**src/serv_settings.svh**
```systemverilog
`ifndef SERV_SETTINGS_SVH
`define SERV_SETTINGS_SVH

// Datapath and register file geometry
`define SERV_XLEN       32
`define SERV_REG_AW     5
`define SERV_RESET_PC   32'h0000_0000

// Major opcodes
`define SERV_OPC_OP     7'b0110011
`define SERV_OPC_OP_IMM 7'b0010011
`define SERV_OPC_LUI    7'b0110111

// funct3 codes shared by OP and OP-IMM
`define SERV_F3_ADD     3'b000
`define SERV_F3_XOR     3'b100
`define SERV_F3_OR      3'b110
`define SERV_F3_AND     3'b111

`endif

```
**src/serv_pkg.sv**
```systemverilog
`include "serv_settings.svh"

package serv_pkg;

   // One instruction word, read through the R, I or U format
   typedef union packed {
      struct packed {
         logic [6:0]              funct7;
         logic [`SERV_REG_AW-1:0] rs2;
         logic [`SERV_REG_AW-1:0] rs1;
         logic [2:0]              funct3;
         logic [`SERV_REG_AW-1:0] rd;
         logic [6:0]              opcode;
      } r_view;
      struct packed {
         logic [11:0]             imm;
         logic [`SERV_REG_AW-1:0] rs1;
         logic [2:0]              funct3;
         logic [`SERV_REG_AW-1:0] rd;
         logic [6:0]              opcode;
      } i_view;
      struct packed {
         logic [19:0]             imm;
         logic [`SERV_REG_AW-1:0] rd;
         logic [6:0]              opcode;
      } u_view;
   } insn_t;

   typedef enum logic [1:0] {
      ALU_ADD = 2'd0,
      ALU_XOR = 2'd1,
      ALU_OR  = 2'd2,
      ALU_AND = 2'd3
   } alu_op_e;

   typedef struct packed {
      alu_op_e    alu_op;
      logic       sub;
      logic       use_imm;
      logic       lui;
      logic       rd_en;
      // One-hot pick of the imm, bool or sum result
      logic [2:0] rd_sel;
   } ctrl_t;

   typedef struct packed {
      logic       en;
      logic [4:0] idx;
      logic       done;
   } cnt_t;

   typedef struct packed {
      logic                  cyc;
      logic [`SERV_XLEN-1:0] adr;
   } ibus_req_t;

   typedef struct packed {
      logic                  ack;
      logic [`SERV_XLEN-1:0] rdt;
   } ibus_rsp_t;

   typedef struct packed {
      logic                    rreq;
      logic [`SERV_REG_AW-1:0] rreg0;
      logic [`SERV_REG_AW-1:0] rreg1;
      logic [`SERV_REG_AW-1:0] wreg0;
      logic                    wen0;
      logic                    wdata0;
   } rf_req_t;

   typedef struct packed {
      logic ready;
      logic rdata0;
      logic rdata1;
   } rf_rsp_t;

endpackage

```
**src/serv_state.sv**
```systemverilog
`timescale 1ns/10ps
`default_nettype none

module serv_state (
   input  wire                  clk,
   input  wire                  i_rst_n,
   input  wire                  i_ibus_ack,
   input  wire                  i_rf_ready,
   output logic                 o_ibus_cyc,
   output logic                 o_rf_rreq,
   output serv_pkg::cnt_t       o_cnt
);

   localparam logic [1:0] ST_FETCH = 2'd0;
   localparam logic [1:0] ST_REQ   = 2'd1;
   localparam logic [1:0] ST_WAIT  = 2'd2;
   localparam logic [1:0] ST_EXEC  = 2'd3;

   logic [1:0] state;
   logic [4:0] idx;

   always_ff @(posedge clk or negedge i_rst_n) begin
      if (!i_rst_n) begin
         state <= ST_FETCH;
         idx   <= 5'd0;
      end else begin
         case (state)
            ST_FETCH: begin
               if (i_ibus_ack) begin
                  state <= ST_REQ;
               end
            end
            ST_REQ: begin
               state <= ST_WAIT;
            end
            ST_WAIT: begin
               // Bit 0 comes out of the RF in the cycle after ready
               if (i_rf_ready) begin
                  state <= ST_EXEC;
                  idx   <= 5'd0;
               end
            end
            default: begin
               idx <= idx + 5'd1;
               if (idx == 5'd31) begin
                  state <= ST_FETCH;
               end
            end
         endcase
      end
   end

   assign o_ibus_cyc = (state == ST_FETCH);
   assign o_rf_rreq  = (state == ST_REQ);

   assign o_cnt.en   = (state == ST_EXEC);
   assign o_cnt.idx  = idx;
   assign o_cnt.done = (state == ST_EXEC) && (idx == 5'd31);

endmodule
`default_nettype wire

```
**src/serv_decode.sv**
```systemverilog
`timescale 1ns/10ps
`default_nettype none
`include "serv_settings.svh"

module serv_decode (
   input  wire                      clk,
   input  wire                      i_rst_n,
   input  serv_pkg::ibus_rsp_t      i_ibus,
   input  serv_pkg::cnt_t           i_cnt,
   output serv_pkg::ctrl_t          o_ctrl,
   output logic                     o_imm,
   output logic [`SERV_REG_AW-1:0]  o_rreg0,
   output logic [`SERV_REG_AW-1:0]  o_rreg1,
   output logic [`SERV_REG_AW-1:0]  o_wreg0,
   output logic                     o_wen0
);

   serv_pkg::insn_t      insn;
   serv_pkg::ctrl_t      ctrl_d;
   logic                 f3_ok;
   logic                 is_op;
   logic                 is_op_imm;
   logic                 is_lui;
   logic [`SERV_XLEN-1:0] imm_d;
   logic [`SERV_XLEN-1:0] imm_q;

   assign insn = i_ibus.rdt;

   always_comb begin
      f3_ok = (insn.r_view.funct3 == `SERV_F3_ADD) ||
              (insn.r_view.funct3 == `SERV_F3_XOR) ||
              (insn.r_view.funct3 == `SERV_F3_OR)  ||
              (insn.r_view.funct3 == `SERV_F3_AND);

      // SUB is the only R-type with funct7 bit 5 set
      is_op = (insn.r_view.opcode == `SERV_OPC_OP) && f3_ok &&
              ((insn.r_view.funct7 == 7'b0000000) ||
               ((insn.r_view.funct7 == 7'b0100000) &&
                (insn.r_view.funct3 == `SERV_F3_ADD)));
      is_op_imm = (insn.r_view.opcode == `SERV_OPC_OP_IMM) && f3_ok;
      is_lui    = (insn.r_view.opcode == `SERV_OPC_LUI);

      case (insn.r_view.funct3)
         `SERV_F3_XOR: ctrl_d.alu_op = serv_pkg::ALU_XOR;
         `SERV_F3_OR:  ctrl_d.alu_op = serv_pkg::ALU_OR;
         `SERV_F3_AND: ctrl_d.alu_op = serv_pkg::ALU_AND;
         default:      ctrl_d.alu_op = serv_pkg::ALU_ADD;
      endcase

      ctrl_d.sub     = is_op && insn.r_view.funct7[5];
      ctrl_d.use_imm = !is_op;
      ctrl_d.lui     = is_lui;
      ctrl_d.rd_en   = (is_op || is_op_imm || is_lui) && (insn.r_view.rd != '0);

      if (is_lui) begin
         ctrl_d.rd_sel = 3'b100;
      end else if (ctrl_d.alu_op == serv_pkg::ALU_ADD) begin
         ctrl_d.rd_sel = 3'b001;
      end else begin
         ctrl_d.rd_sel = 3'b010;
      end

      if (is_lui) begin
         imm_d = {insn.u_view.imm, 12'b0};
      end else begin
         imm_d = {{(`SERV_XLEN-12){insn.i_view.imm[11]}}, insn.i_view.imm};
      end
   end

   always_ff @(posedge clk or negedge i_rst_n) begin
      if (!i_rst_n) begin
         o_ctrl <= '0;
      end else if (i_ibus.ack) begin
         o_ctrl <= ctrl_d;
      end
   end

   always_ff @(posedge clk) begin
      if (i_ibus.ack) begin
         o_rreg0 <= insn.r_view.rs1;
         o_rreg1 <= insn.r_view.rs2;
         o_wreg0 <= insn.r_view.rd;
         imm_q   <= imm_d;
      end else if (i_cnt.en) begin
         imm_q <= {1'b0, imm_q[`SERV_XLEN-1:1]};
      end
   end

   assign o_imm  = imm_q[0];
   assign o_wen0 = o_ctrl.rd_en && i_cnt.en;

endmodule
`default_nettype wire

```
**src/serv_alu.sv**
```systemverilog
`timescale 1ns/10ps
`default_nettype none

module serv_alu (
   input  wire                clk,
   input  wire                i_rst_n,
   input  serv_pkg::cnt_t     i_cnt,
   input  serv_pkg::ctrl_t    i_ctrl,
   input  wire                i_rs1,
   input  wire                i_rs2,
   input  wire                i_imm,
   output logic               o_rd
);

   logic op_a;
   logic op_b;
   logic carry_in;
   logic carry_q;
   logic sum;
   logic bool_rd;

   // rs1 field holds immediate bits on LUI
   assign op_a = i_rs1 && !i_ctrl.lui;
   assign op_b = (i_ctrl.use_imm ? i_imm : i_rs2) ^ i_ctrl.sub;

   // Carry-in of one turns the inverted operand into two's complement
   assign carry_in = (i_cnt.idx == 5'd0) ? i_ctrl.sub : carry_q;
   assign sum      = op_a ^ op_b ^ carry_in;

   always_ff @(posedge clk or negedge i_rst_n) begin
      if (!i_rst_n) begin
         carry_q <= 1'b0;
      end else if (i_cnt.en) begin
         carry_q <= (op_a & op_b) | (carry_in & (op_a ^ op_b));
      end
   end

   always_comb begin
      case (i_ctrl.alu_op)
         serv_pkg::ALU_OR:  bool_rd = op_a | op_b;
         serv_pkg::ALU_AND: bool_rd = op_a & op_b;
         default:           bool_rd = op_a ^ op_b;
      endcase
   end

   assign o_rd = |(i_ctrl.rd_sel & {i_imm, bool_rd, sum});

endmodule
`default_nettype wire

```
**src/serv_ctrl.sv**
```systemverilog
`timescale 1ns/10ps
`default_nettype none
`include "serv_settings.svh"

module serv_ctrl (
   input  wire                     clk,
   input  wire                     i_rst_n,
   input  serv_pkg::cnt_t          i_cnt,
   output logic [`SERV_XLEN-1:0]   o_pc
);

   logic [`SERV_XLEN-1:0] pc;
   logic                  add_bit;
   logic                  carry_in;
   logic                  carry_q;
   logic                  new_bit;

   // Serial +4 means adding a one at bit 2
   assign add_bit  = (i_cnt.idx == 5'd2);
   assign carry_in = (i_cnt.idx == 5'd0) ? 1'b0 : carry_q;
   assign new_bit  = pc[0] ^ add_bit ^ carry_in;

   always_ff @(posedge clk or negedge i_rst_n) begin
      if (!i_rst_n) begin
         pc      <= `SERV_RESET_PC;
         carry_q <= 1'b0;
      end else if (i_cnt.en) begin
         pc      <= {new_bit, pc[`SERV_XLEN-1:1]};
         carry_q <= (pc[0] & add_bit) | (carry_in & (pc[0] ^ add_bit));
      end
   end

   assign o_pc = pc;

endmodule
`default_nettype wire

```
**src/serv_top.sv**
```systemverilog
`timescale 1ns/10ps
`default_nettype none

module serv_top (
   input  wire                    clk,
   input  wire                    i_rst_n,
   input  serv_pkg::ibus_rsp_t    i_ibus,
   output serv_pkg::ibus_req_t    o_ibus,
   input  serv_pkg::rf_rsp_t      i_rf,
   output serv_pkg::rf_req_t      o_rf
);

   serv_pkg::cnt_t  cnt;
   serv_pkg::ctrl_t ctrl;
   logic            ibus_cyc;
   logic            rf_rreq;
   logic [31:0]     pc;
   logic            imm;
   logic [4:0]      rreg0;
   logic [4:0]      rreg1;
   logic [4:0]      wreg0;
   logic            wen0;
   logic            alu_rd;

   serv_state state (
      .clk        (clk),
      .i_rst_n    (i_rst_n),
      .i_ibus_ack (i_ibus.ack),
      .i_rf_ready (i_rf.ready),
      .o_ibus_cyc (ibus_cyc),
      .o_rf_rreq  (rf_rreq),
      .o_cnt      (cnt)
   );

   serv_decode decode (
      .clk     (clk),
      .i_rst_n (i_rst_n),
      .i_ibus  (i_ibus),
      .i_cnt   (cnt),
      .o_ctrl  (ctrl),
      .o_imm   (imm),
      .o_rreg0 (rreg0),
      .o_rreg1 (rreg1),
      .o_wreg0 (wreg0),
      .o_wen0  (wen0)
   );

   serv_alu alu (
      .clk     (clk),
      .i_rst_n (i_rst_n),
      .i_cnt   (cnt),
      .i_ctrl  (ctrl),
      .i_rs1   (i_rf.rdata0),
      .i_rs2   (i_rf.rdata1),
      .i_imm   (imm),
      .o_rd    (alu_rd)
   );

   serv_ctrl ctrl_pc (
      .clk     (clk),
      .i_rst_n (i_rst_n),
      .i_cnt   (cnt),
      .o_pc    (pc)
   );

   assign o_ibus = '{cyc: ibus_cyc, adr: pc};

   assign o_rf = '{rreq:   rf_rreq,
                   rreg0:  rreg0,
                   rreg1:  rreg1,
                   wreg0:  wreg0,
                   wen0:   wen0,
                   wdata0: alu_rd};

endmodule
`default_nettype wire

```
**config.mk**
```make
export PLATFORM = sky130hd
export DESIGN_NAME = serv_top
export DESIGN_NICKNAME = d
export VERILOG_FILES = /design/src/serv_pkg.sv /design/src/serv_state.sv /design/src/serv_decode.sv /design/src/serv_alu.sv /design/src/serv_ctrl.sv /design/src/serv_top.sv
export VERILOG_INCLUDE_DIRS = /design/src
export SDC_FILE = /design/constraint.sdc
export NUM_CORES = 1
export LEC_CHECK = 0
export BUFFER_PORTS_ARGS = -buffer_cell sky130_fd_sc_hd__buf_2
export CAP_MARGIN = 25
export CORE_AREA = 3 3 93 95
export CTS_CLUSTER_SIZE = 10
export DETAILED_ROUTE_END_ITERATION = 10
export DIE_AREA = 0 0 96 98
export PLACE_DENSITY = 0.77
export SLEW_MARGIN = 20
export SYNTH_ARGS = -nofsm -noshare
export SYNTH_HDL_FRONTEND = slang
export SYNTH_SLANG_ARGS = --single-unit
```
**constraint.sdc**
```tcl
create_clock -name clk -period 2.8 [get_ports clk]
set_clock_uncertainty 0.05 [all_clocks]
set_input_delay 0.56 -clock clk [delete_from_list [all_inputs] [get_ports clk]]
set_output_delay 0.56 -clock clk [all_outputs]
set_load 0.02 [all_outputs]
```
## Word-level counts from Yosys, hierarchy flattened

Cells that the tools add are included.

- Register bits after elaboration: 97
- Latch bits: 0
- Memory bits (writable): 0
- ROM bits: 0
- Input port bits: 38
- Output and inout port bits: 51
- Word-level logic and storage cells: 90
- Memories: 0

- Add/sub/neg operators: 1
- Multipliers: 0
- Divide/modulo/power cells: 0
- Order comparisons: 0
- Eq/ne operators: 16
- Shifts and indexed selects: 0
- Muxes and demuxes: 16
- Bitwise logic cells: 14
- Reduce and logical (&&, ||, !) cells: 28

Operator list:

| operator | count |
|---|---|
| 32-bit 2-to-1 mux | 2 |
| 31-bit 2-to-1 mux | 1 |
| 7-bit by 6-bit equality test with 1-bit output, second input constant | 3 |
| 2-bit one-hot mux with 3 select lines | 2 |
| 5-bit one-hot mux with 2 select lines | 1 |
| 3-bit equality test, second input constant | 3 |
| 2-bit equality test, second input constant | 4 |
| 1-bit logical AND | 8 |
| 2-bit 2-to-1 mux | 4 |
| 7-bit by 5-bit equality test with 1-bit output, second input constant | 1 |
| 7-bit logical NOT | 1 |
| 1-bit logical OR | 6 |
| 5-bit by 1-bit adder with 5-bit output, second input constant | 1 |
| 5-bit by 2-bit equality test with 1-bit output, second input constant | 1 |
| 5-bit equality test, second input constant | 1 |
| 5-bit logical NOT | 1 |
| 5-bit 2-to-1 mux | 1 |
| 5-bit nonzero test | 1 |
| 1-bit XOR | 5 |
| 1-bit bitwise AND | 4 |
| 2-bit logical NOT | 2 |
| 2-bit != test, second input constant | 2 |
| 4-bit nonzero test | 1 |
| 3-bit bitwise AND | 1 |
| 13 further kinds | 18 |

## Longest topological paths before layout

Gate-level depths: netlist of the first run.

- Word-level depth: 9
- Gate-level depth with buffers: 9
- Mapped depth without buffers: 8

## Hierarchy

Synthesis of the first run repeated with hierarchy kept, for this count alone.

- Cells, all modules: 332
- Area total of the unflattened synthesis: 4415.5 um^2

Modules (own cells, without submodules):

| module | instances | cells an instance | area each (um^2) | sequential area each (um^2) |
|---|---|---|---|---|
| serv_decode | 1 | 190 | 2484.9 | 1611.5 |
| serv_ctrl | 1 | 79 | 1280.0 | 825.8 |
| serv_state | 1 | 40 | 450.4 | 175.2 |
| serv_alu | 1 | 19 | 170.2 | 25.0 |
| serv_top | 1 | 4 | 30.0 | 0.0 |

## Least setup slack after synthesis of the first run

Ideal clock, no wire load.

- Kind: register to output
- Start: reg state.idx[0]
- End: out o_rf[0] (netlist name)
- Data arrival time: 1814 ps
- Required time: 2190 ps
- Slack: 376 ps
- Cell stages (with the launch flop): 9
- Buffers on the path: 1
- Cells stage by stage: dfrtp_1 inv_1 ha_1 nand2_1 mux2_2 fa_1 a22oi_1 o21ai_0 buf_4

- Cells in the longest elaborated chain, start to end: 5

Ends and longest elaborated chain:

| element | line | RTL |
|---|---|---|
| from (decl) | serv_state.sv:20 | `logic [4:0] idx;` |
| from (signal assigned) | serv_state.sv:44 | `idx <= idx + 5'd1;` |
| 5-bit logical NOT | serv_alu.sv:27 | `assign carry_in = (i_cnt.idx == 5'd0) ? i_ctrl.sub : carry_q;` |
| 1-bit 2-to-1 mux | serv_alu.sv:27 |  |
| 1-bit XOR | serv_alu.sv:28 | `assign sum = op_a ^ op_b ^ carry_in;` |
| 3-bit bitwise AND | serv_alu.sv:46 | `assign o_rd = \|(i_ctrl.rd_sel & {i_imm, bool_rd, sum});` |
| 3-bit OR reduction | serv_alu.sv:46 |  |
| to (decl) | serv_top.sv:10 | `output serv_pkg::rf_req_t o_rf` |

No other way between the ends.

==> flow_summary.yaml, run 1 <==
outcome:
  status: "finished, violations left"
  violations: "negative setup slack"
grt:
  antenna_found_initial: 0
  grt_pass1_vias: 2768
  grt_max_degree: 36
  track_usage_pct: 18.1
  grt_pass1_wl_mm: 13.3
  grt_overflow: 0
pwr:
  leakagePower_nw: 2.37
  vdd.ir_drop.worst_mv: 0.322
  pwr_density_cell_nw_per_um2: 755
routing:
  ant_nets: 0
  drt_iter0_markers: 132
  vias: 2890
  wl_per_cell_um: 14.8
  via_per_inst: 5.36
  drt-total-wl_mm: 8.00
  drc: 0
  firstDrtPassIters: 4
worst_setup_path:
  crit_type: "flip-flop to output pin"
  crit_chain: "inv_2 > ha_1 > nand2_2 > mux2_4 > fa_1 > a22oi_1 > o21ai_1 > buf_4"
  worstSetupStartpointType: "flip-flop"
  cp_max_fo: 3
  max_stage_delay_ps: 430
  crit_path_end_kind: "output pin"
  critical-path-slowest-cell: "fa_1"
  cp_data_required_time_ps: 2190
  cp_data_arrival_time_ps: 2190
  worst_r2r_path_depth: 17
floorplanning:
  num_rows: 32
  die_w_um: 96
  fp.dieH_um: 98
  ios: 89
  design.core.area_um2: 7810
  dieArea_um2: 9410
  initial_core_util_pct: 54.1
logic_synthesis:
  synth_top_area_cell: "edfxtp_1"
  syn_nets: 380
  ys_types: 41
  ys_seq_area_share_pct: 62.5
  avgSynthCellArea_um2: 12.8
  ys_warn_count: 0
  yosysTopAreaCellShare_pct: 33.4
  ys_seq_elements: 96
  async_reset_ff_share_pct: 51.0
  syn_area_um2: 4220
  synth.area.top_cells: "edfxtp_1, dfrtp_1, mux2_2"
  syn_inst: 329
  synthFlopType: "dfrtp_1"
  synth-edff-count: 47
final_layout:
  nNetsFinal: 483
  design_area_um2: 5070
  syn_to_final_growth_pct: 20.0
  post_route_cells_drive_above_1_share_pct: 39.4
  diodes: 0
timing:
  fin_hold_ws_ps: 40.0
  fin_crit_sh_pct: 100
  fmax_mhz: 357
  maxSlewViolCount: 0
  hold_viol_final: 0
  finalSetupViolCount: 1
  slew_headroom_pct: 53.3
  rsz0062_at_grt: "true"
  tightest_slew_ps: 697
  post-route-min-period_ps: 2800
  fin_ws_ps: -4.99
clock_tree:
  clk_path_buf_depth: 2
  cts_max_level: 3
  cts_root_buf: "clkbuf_8"
  clk_pin_slew_worst_paths_ps: 90
  clk_latency_ps: 360
  numCtsBuffers: 9
  cts_tree: "done"
  cts.sinks: 96
min_path:
  hold_path.class: "primary input to async pin"
flow_run:
  maxCapViolCount: 0
placed_design:
  port_buffers: 88
  hpwl_mm: 5.60
  placed_cell_area_um2: 4760
  routabilityCongestion: 0.844
==> final timing paths <==
| check | from | endpoint | slack (ps) |
|---|---|---|---|
| worst max-delay path | state.idx[0] | o_rf[0] | -5 |
| worst min-delay path | i_rst_n | ctrl_pc.o_pc[3] | 40 |
| worst max register to register | state.idx[0] | ctrl_pc.o_pc[31] | 50 |
| worst min register to register | decode.o_ctrl[0] | decode.o_ctrl[0] | 460 |
| max in group asynchronous | i_rst_n | decode.o_ctrl[8] | 1910 |
| min in group clk | i_ibus[18] | decode.o_rreg0[3] | 340 |
==> metal layers <==
| layer | GRT usage, % | share of wire (%) |
|---|---|---|
| met1 | 24.8 | 44 |
| met4 | 8.21 | 1.7 |
| met5 | 0 | 0 |
| met2 | 28.0 | 48 |
| met3 | 3.24 | 6.9 |
==> power by group <==
group	total (W)	internal [W]	leakage, nW	switching [W]
logic	0.00115	0.000505	1.17	0.000650
registers	0.00187	0.00176	1.12	0.000117
clock network	0.000802	0.000328	0.0851	0.000474
total	0.00383	0.00259	2.37	0.00124
==> cells by family after synthesis <==
logic type | share of synthesized area [%]
XOR/XNOR | 0.207
flip-flops | 62.5
AO/OA/AOI/OAI | 10.9
buffers and inverters | 3.79
AND/OR/NAND/NOR | 7.29
multiplexers | 11.1
adder cells (fa/ha/maj) | 4.21
==> worst max-delay path: cells and delay by family (launching register included) <==
kind / cells / cell delay, ps
adders and majority gates: 2 / 630
DFF: 1 / 380
muxes: 1 / 300
AOI/OAI and AO/OA: 2 / 220
buffers and inverters: 2 / 220
and+or+nand+nor: 1 / 80
==> layout make-up <==
class / count / area, µm²
fill: 590 / 2740
multi-input combinational: 196 / 1440
tap: 102 / 128
inverter: 15 / 56.3
clock inverter: 6 / 42.5
timing repair buffer: 114 / 638
sequential: 96 / 2640
clock buffer: 10 / 128
==> synthesized netlist by cell type, types with 3 or more instances <==
cell,n
dfrtp_1,49
edfxtp_1,47
a21oi_1,40
mux2_2,35
nor2_1,22
nand2_1,21
inv_1,14
clkbuf_1,13
o2bb2ai_1,13
ha_1,11
o21ai_0,8
mux2i_1,6
buf_2,5
buf_4,4
a22o_1,3
nand3_1,3
nor3_1,3
==> state kept, by name, indices dropped and copies added, names as in the netlist <==
signal / cells
ctrl_pc.o_pc: 32
decode.imm_q: 32
decode.o_ctrl: 8
decode.o_rreg0: 5
decode.o_rreg1: 5
decode.o_wreg0: 5
state.idx: 5
state.state: 2
alu.carry_q: 1
ctrl_pc.carry_q: 1
==> per-stage QoR <==
step           util [%]  worst slack [ps]  total power (W)  setup TNS, ps  std cells
3_5_place_dp       61.0               192          0.00295              0        507
3_3_place_gp       61.0               231          0.00290              0        507
4_1_cts            64.9             -9.69          0.00385          -9.69        539
5_1_grt            64.9             -81.5          0.00405           -139        539
6_report           64.9             -4.99          0.00383          -4.99        539
2_1_floorplan         -               376          0.00265              0        329
==> repair_timing <==
item / CTS / global route
pin swaps: 3 / 1
gates resized for setup: 6 / 1
buffers inserted: 16 / 0
hold buffers: 0 / 0
endpoints found under the setup margin: 1 / 2
==> layout by cell type (no fill, tap or decap), types with 2 or more instances in the layout <==
| cell type | count |
|---|---|
| a211oi_1 | 2 |
| a21oi_1 | 40 |
| a22o_1 | 3 |
| a31oi_1 | 2 |
| and2_1 | 2 |
| and3_1 | 2 |
| buf_2 | 87 |
| buf_4 | 27 |
| clkbuf_8 | 9 |
| clkinv_1 | 2 |
| dfrtp_1 | 49 |
| edfxtp_1 | 47 |
| fa_1 | 2 |
| ha_1 | 11 |
| inv_1 | 13 |
| inv_6 | 3 |
| mux2_2 | 34 |
| mux2_4 | 2 |
| mux2i_1 | 6 |
| nand2_1 | 19 |
| nand2_2 | 2 |
| nand3_1 | 3 |
| nor2_1 | 22 |
| nor2b_1 | 2 |
| nor3_1 | 2 |
| nor4_1 | 2 |
| o21ai_0 | 7 |
| o2bb2ai_1 | 13 |
| or2_2 | 2 |
Power figures use the tool's default switching activity.
==> inputs of run 2 (changes only) <==
--- a/config.mk
+++ b/config.mk
@@ -6,13 +6,14 @@
 export SDC_FILE = /design/constraint.sdc
 export NUM_CORES = 1
 export LEC_CHECK = 0
+export ABC_AREA = 1
 export BUFFER_PORTS_ARGS = -buffer_cell sky130_fd_sc_hd__buf_2
 export CAP_MARGIN = 25
 export CORE_AREA = 3 3 93 95
 export CTS_CLUSTER_SIZE = 10
 export DETAILED_ROUTE_END_ITERATION = 10
 export DIE_AREA = 0 0 96 98
-export PLACE_DENSITY = 0.77
+export PLACE_DENSITY = 0.79
 export SLEW_MARGIN = 20
 export SYNTH_ARGS = -nofsm -noshare
 export SYNTH_HDL_FRONTEND = slang
==> run 2 against run 1 <==
Compared with the run above:
- cell count grew 18%
- largest power group unchanged
- worst hold slack gained 130 ps
- sequential share of layout area grew 0.64 points
- utilization shrank 0.79 points
- via count grew 9.9%
- the flow now finishes without violations
- highest routed layer unchanged
- worst setup slack gained 120 ps
- final area shrank 1.2%
- sequential power is essentially flat
- non-clock buffer count shrank 18
- routed wire length grew 4.4%
- critical path depth grew 1
- clock power grew 6.9%
==> flow_summary.yaml, run 2 <==
placed_design:
  port_buffers: 88
  routabilityCongestion: 0.815
  hpwl_mm: 5.94
clock_tree:
  cts_tree: "done"
  clk_latency_ps: 350
  cts_root_buf: "clkbuf_8"
  cts_max_level: 3
  numCtsBuffers: 9
  clk_path_buf_depth: 2
  cts.sinks: 96
  clk_pin_slew_worst_paths_ps: 100
worst_setup_path:
  critPathMostFrequentCell: "nand2_1"
  worstSetupStartpointType: "flip-flop"
  crit_type: "flip-flop to output pin"
  critical-path-slowest-cell: "fa_1"
  cp_data_required_time_ps: 2190
  cp_max_fo: 4
  cp_data_arrival_time_ps: 2070
  max_stage_delay_ps: 490
  crit_chain: "inv_2 > ha_1 > nand3_2 > nand2_1 > o21ai_2 > fa_1 > nand2_1 > nand3_1 > buf_4"
  crit_path_end_kind: "output pin"
final_layout:
  nNetsFinal: 578
  syn_to_final_growth_pct: 16.3
  layout_commonest_cell: "nand2_1"
  diodes: 0
  fin_util_pct: 64.1
  final_cell_mix: "nand2_1, buf_2, dfrtp_1"
  post_route_cells_drive_above_1_share_pct: 23.3
  nFillCells: 676
timing:
  tightest_slew_ps: 654
  fin_crit_sh_pct: 95.8
  maxSlewViolCount: 0
  finalSetupViolCount: 0
  setup_tns_ps: 0
  post-route-min-period_ps: 2680
  rsz0062_at_grt: "false"
  fmax_mhz: 373
  slew_headroom_pct: 56.4
  fin_hold_ws_ps: 168
  hold_viol_final: 0
grt:
  grt_pass1_wl_mm: 14.0
  grt_util_met2_pct: 29.0
  grt_overflow: 0
  track_usage_pct: 18.9
  grt_max_degree: 40
  grt_pass1_vias: 3095
  busiest_layer: "met2"
  antenna_found_initial: 0
  use_met1_pct: 26.3
  grtUsageMet3_pct: 3.70
logic_synthesis:
  synthTopCellsByCount: "nand2_1, dfrtp_1, edfxtp_1"
  syn_area_um2: 4300
  ys_types: 28
  synth-edff-count: 47
  yosys.cell_count.top_type: "nand2_1"
  avgSynthCellArea_um2: 9.76
  synth_top_area_cell: "edfxtp_1"
  ys_seq_elements: 96
  syn_nets: 492
  synthFlopType: "dfrtp_1"
  ys_warn_count: 0
  syn_inst: 441
  yosysTopAreaCellShare_pct: 32.8
  async_reset_ff_share_pct: 51.0
  ys_seq_area_share_pct: 61.3
  synth.area.top_cells: "edfxtp_1, dfrtp_1, nand2_1"
routing:
  ant_nets: 0
  vias: 3175
  drc: 0
  via_per_inst: 5.01
  drt_iter0_markers: 220
  wl_per_cell_um: 13.2
  drt-total-wl_mm: 8.35
  firstDrtPassIters: 5
floorplanning:
  num_rows: 32
  initial_core_util_pct: 55.1
  dieArea_um2: 9410
  ios: 89
  design.core.area_um2: 7810
  die_w_um: 96
  fp.dieH_um: 98
min_path:
  hold_path.class: "primary input to async pin"
pwr:
  intPower_w: 0.00245
  switchingPower_w: 0.00125
  combPwrFrac_pct: 26.4
  vdd.ir_drop.worst_mv: 0.455
  p_clk_share_pct: 23.2
  leakagePower_nw: 2.52
  swShare_pct: 33.8
  seqPwrFrac_pct: 50.5
  pwr_density_cell_nw_per_um2: 739
outcome:
  status: "finished, final reports clean"
flow_run:
  maxCapViolCount: 0
[run 2: logic make-up after synthesis]
logic type                 after synthesis  share of synthesized area, %
DFF                                     96                          61.3
adders and majority gates               13                          4.13
xor gates and xnor gates                 2                         0.407
AOI/OAI and AO/OA                       53                          7.27
buffers and inverters                   53                          6.05
and+or+nand+nor                        224                          20.9
[run 2: worst paths after layout]
kind / from / end / slack (ps) / cells past startpoint
worst max-delay path: state.idx[0] / o_rf[0] / 120 / 9
worst min-delay path: i_rst_n / ctrl_pc.o_pc[3] / 170 / 1
worst max register to register: state.state[0] / decode.imm_q[12] / 1130 / 4
worst min register to register: alu.carry_q / alu.carry_q / 430 / 2
max in group asynchronous: i_rst_n / ctrl_pc.o_pc[10] / 1900 / 2
min in group clk: i_ibus[11] / decode.o_wreg0[4] / 340 / 1
[run 2: final cells by class]
cell class	count	area, µm²	share of cell area (%)
tap	102	128	2.55
timing repair buffer	96	515	10.3
sequential	96	2640	52.7
multi-input combinational	292	1420	28.3
clock inverter	5	38.8	0.775
inverter	32	121	2.42
clock buffer	11	151	3.02
[run 2: power by group through the flow]
stage	clock, W	combinational [W]	sequential, W
global route	0.000939	0.00110	0.00189
detailed placement	0	0.000957	0.00189
floorplan	0	0.000605	0.00196
global placement	0	0.000922	0.00188
CTS	0.000875	0.000962	0.00187
finish	0.000857	0.000975	0.00187
[run 2: stage by stage]
step           instances  instance area (µm²)  power (W)  setup WS (ps)
2_1_floorplan        441                 4300    0.00256            543
3_3_place_gp         617                 4800    0.00280            379
3_5_place_dp         617                 4800    0.00285            330
4_1_cts              633                 4990    0.00370           15.8
5_1_grt              634                 5010    0.00393           3.08
6_report             634                 5010    0.00370            118
[run 2: what timing repair did]
action	CTS	global route
hold buffers	0	0
resized for setup	1	4
pin swaps	0	0
buffers inserted	0	1
setup endpoints to repair	1	1
[run 2: critical path: cells and delay by family (launching register included)]
family                     cells  cell delay (ps)
and+or+nand+nor                4              330
AOI/OAI and AO/OA              1               60
buffers and inverters          2              250
adders and majority gates      2              670
DFF                            1              420
[run 2: metal layers]
metal / part of all wire, % / wire length (µm)
met1: 47 / 3890
met2: 47 / 3930
met3: 5.3 / 446
met4: 1.1 / 89
met5: 0 / 0
==> inputs of run 3 (changes only) <==
--- a/config.mk
+++ b/config.mk
@@ -14,6 +14,7 @@
 export DETAILED_ROUTE_END_ITERATION = 10
 export DIE_AREA = 0 0 96 98
 export PLACE_DENSITY = 0.79
+export REMOVE_ABC_BUFFERS = 1
 export SLEW_MARGIN = 20
 export SYNTH_ARGS = -nofsm -noshare
 export SYNTH_HDL_FRONTEND = slang
==> run 3 against run 2 <==
Compared with the run above:
- critical path type unchanged
- power up 0.50%
- cell count did not move
- final area shrank 0.25%
==> flow_summary.yaml, run 3 (synthesis gave the netlist of run 2 again) <==
worst_setup_path:
  cp_max_fo: 4
  max_stage_delay_ps: 470
  crit_path_end_kind: "output pin"
  cp_data_required_time_ps: 2190
  cp_data_arrival_time_ps: 2070
  worstSetupStartpointType: "flip-flop"
  crit_type: "flip-flop to output pin"
  cp_num_buf_inv: 2
  timing.rr.start: "state.state[0]"
  critPathMostFrequentCell: "nand2_1"
  crit_chain: "inv_1 > ha_1 > nand3_2 > nand2_1 > o21ai_2 > fa_1 > nand2_1 > nand3_1 > buf_4"
  critical-path-slowest-cell: "fa_1"
  crit_family: "adder cells"
  crit_start: "state.idx[1]"
grt:
  track_usage_pct: 19.3
  antenna_found_initial: 0
  grt_pass1_wl_mm: 14.2
  grt_overflow: 0
  grt_max_degree: 40
  grt_pass1_vias: 3010
clock_tree:
  clk_latency_ps: 360
  clk_path_buf_depth: 2
  cts.sinks: 96
  cts_tree: "done"
  cts_max_level: 3
  cts_hold_buf: 0
  clk_pin_slew_worst_paths_ps: 90
  numCtsBuffers: 9
  cts_root_buf: "clkbuf_8"
placed_design:
  port_buffers: 88
  routabilityCongestion: 0.779
  hpwl_mm: 5.99
  placed_cells: 617
floorplanning:
  dieArea_um2: 9410
  die_w_um: 96
  ios: 89
  design.core.area_um2: 7810
  fp.dieH_um: 98
  num_rows: 32
  initial_core_util_pct: 55.1
routing:
  firstDrtPassIters: 5
  drt-total-wl_mm: 8.59
  vias: 3199
  wl_per_cell_um: 13.6
  drc: 0
  ant_nets: 0
  via_per_inst: 5.05
  drt_iter0_markers: 235
timing:
  finalSetupViolCount: 0
  tightest_slew_ps: 459
  maxSlewViolCount: 0
  hold_viol_final: 0
  fin_crit_sh_pct: 95.8
  fmax_mhz: 373
  slew_headroom_pct: 69.4
  post-route-min-period_ps: 2680
pwr:
  power.total_w: 0.00372
  seqPwrFrac_pct: 50.3
  switchingPower_w: 0.00124
  intPower_w: 0.00247
  combPwrFrac_pct: 26.4
  pwr_density_cell_nw_per_um2: 744
  leakagePower_nw: 2.51
  swShare_pct: 33.5
  p_clk_share_pct: 23.3
  vdd.ir_drop.worst_mv: 0.424
final_layout:
  final_cell_mix: "nand2_1, buf_2, dfrtp_1"
  nNetsFinal: 578
  seqCellArea_um2: 2640
  stdcell_count: 634
  fin_util_pct: 64.0
  layout_commonest_cell: "nand2_1"
  post_route_cells_drive_above_1_share_pct: 22.9
  multi_input_area_um2: 1420
  diodes: 0
  nFillCells: 672
  syn_to_final_growth_pct: 16.0
min_path:
  hold_path.class: "primary input to async pin"
outcome:
  status: "finished, final reports clean"
flow_run:
  maxCapViolCount: 0
[run 3: routing by layer]
layer | GRT usage (%) | part of all wire, %
met1 | 27.2 | 44
met2 | 29.8 | 49
met3 | 4.01 | 5.8
met4 | 6.56 | 1.2
met5 | 0 | 0
[run 3: what timing repair did]
item | in CTS | in global routing
setup endpoints to repair | 0 | 1
gates resized for setup | 0 | 5
buffers inserted | 0 | 1
[run 3: path summary, 6_finish.rpt]
check / endpoint / slack (ps) / depth (start not counted)
hold reg to reg: decode.o_ctrl[3] / 440 / 2
max in group asynchronous: decode.o_ctrl[5] / 2030 / 2
min in group clk: decode.o_rreg1[1] / 330 / 1
setup / recovery: o_rf[0] / 120 / 9
setup reg to reg: decode.imm_q[9] / 910 / 4
hold / removal: ctrl_pc.o_pc[14] / 60 / 1
[run 3: power by group through the flow]
stage | Combinational [W] | Sequential (W) | Clock (W)
after floorplan | 0.000546 | 0.00196 | 0
after global placement | 0.000920 | 0.00188 | 0
after detailed placement | 0.000950 | 0.00190 | 0
after CTS | 0.000955 | 0.00187 | 0.000885
after global routing | 0.00111 | 0.00190 | 0.000940
final | 0.000981 | 0.00187 | 0.000866
[run 3: area by class of cell]
class | count | area share (%)
Clock buffer | 14 | 3.56
Sequential cell | 96 | 52.8
Clock inverter | 2 | 0.251
Multi-Input combinational cell | 292 | 28.3
Tap cell | 102 | 2.56
Inverter | 32 | 2.43
Timing Repair Buffer | 96 | 10.1
[run 3: per-stage QoR]
stage	cell area, µm²	setup WS [ps]	setup TNS, ps	hold WS, ps
global route	4990	-47.4	-47.4	71.4
finish	4990	117	0	64.1
CTS	4980	2.15	0	68.7
global placement	4790	379	0	411
floorplan	4170	-450	-14420	214
detailed placement	4790	341	0	412
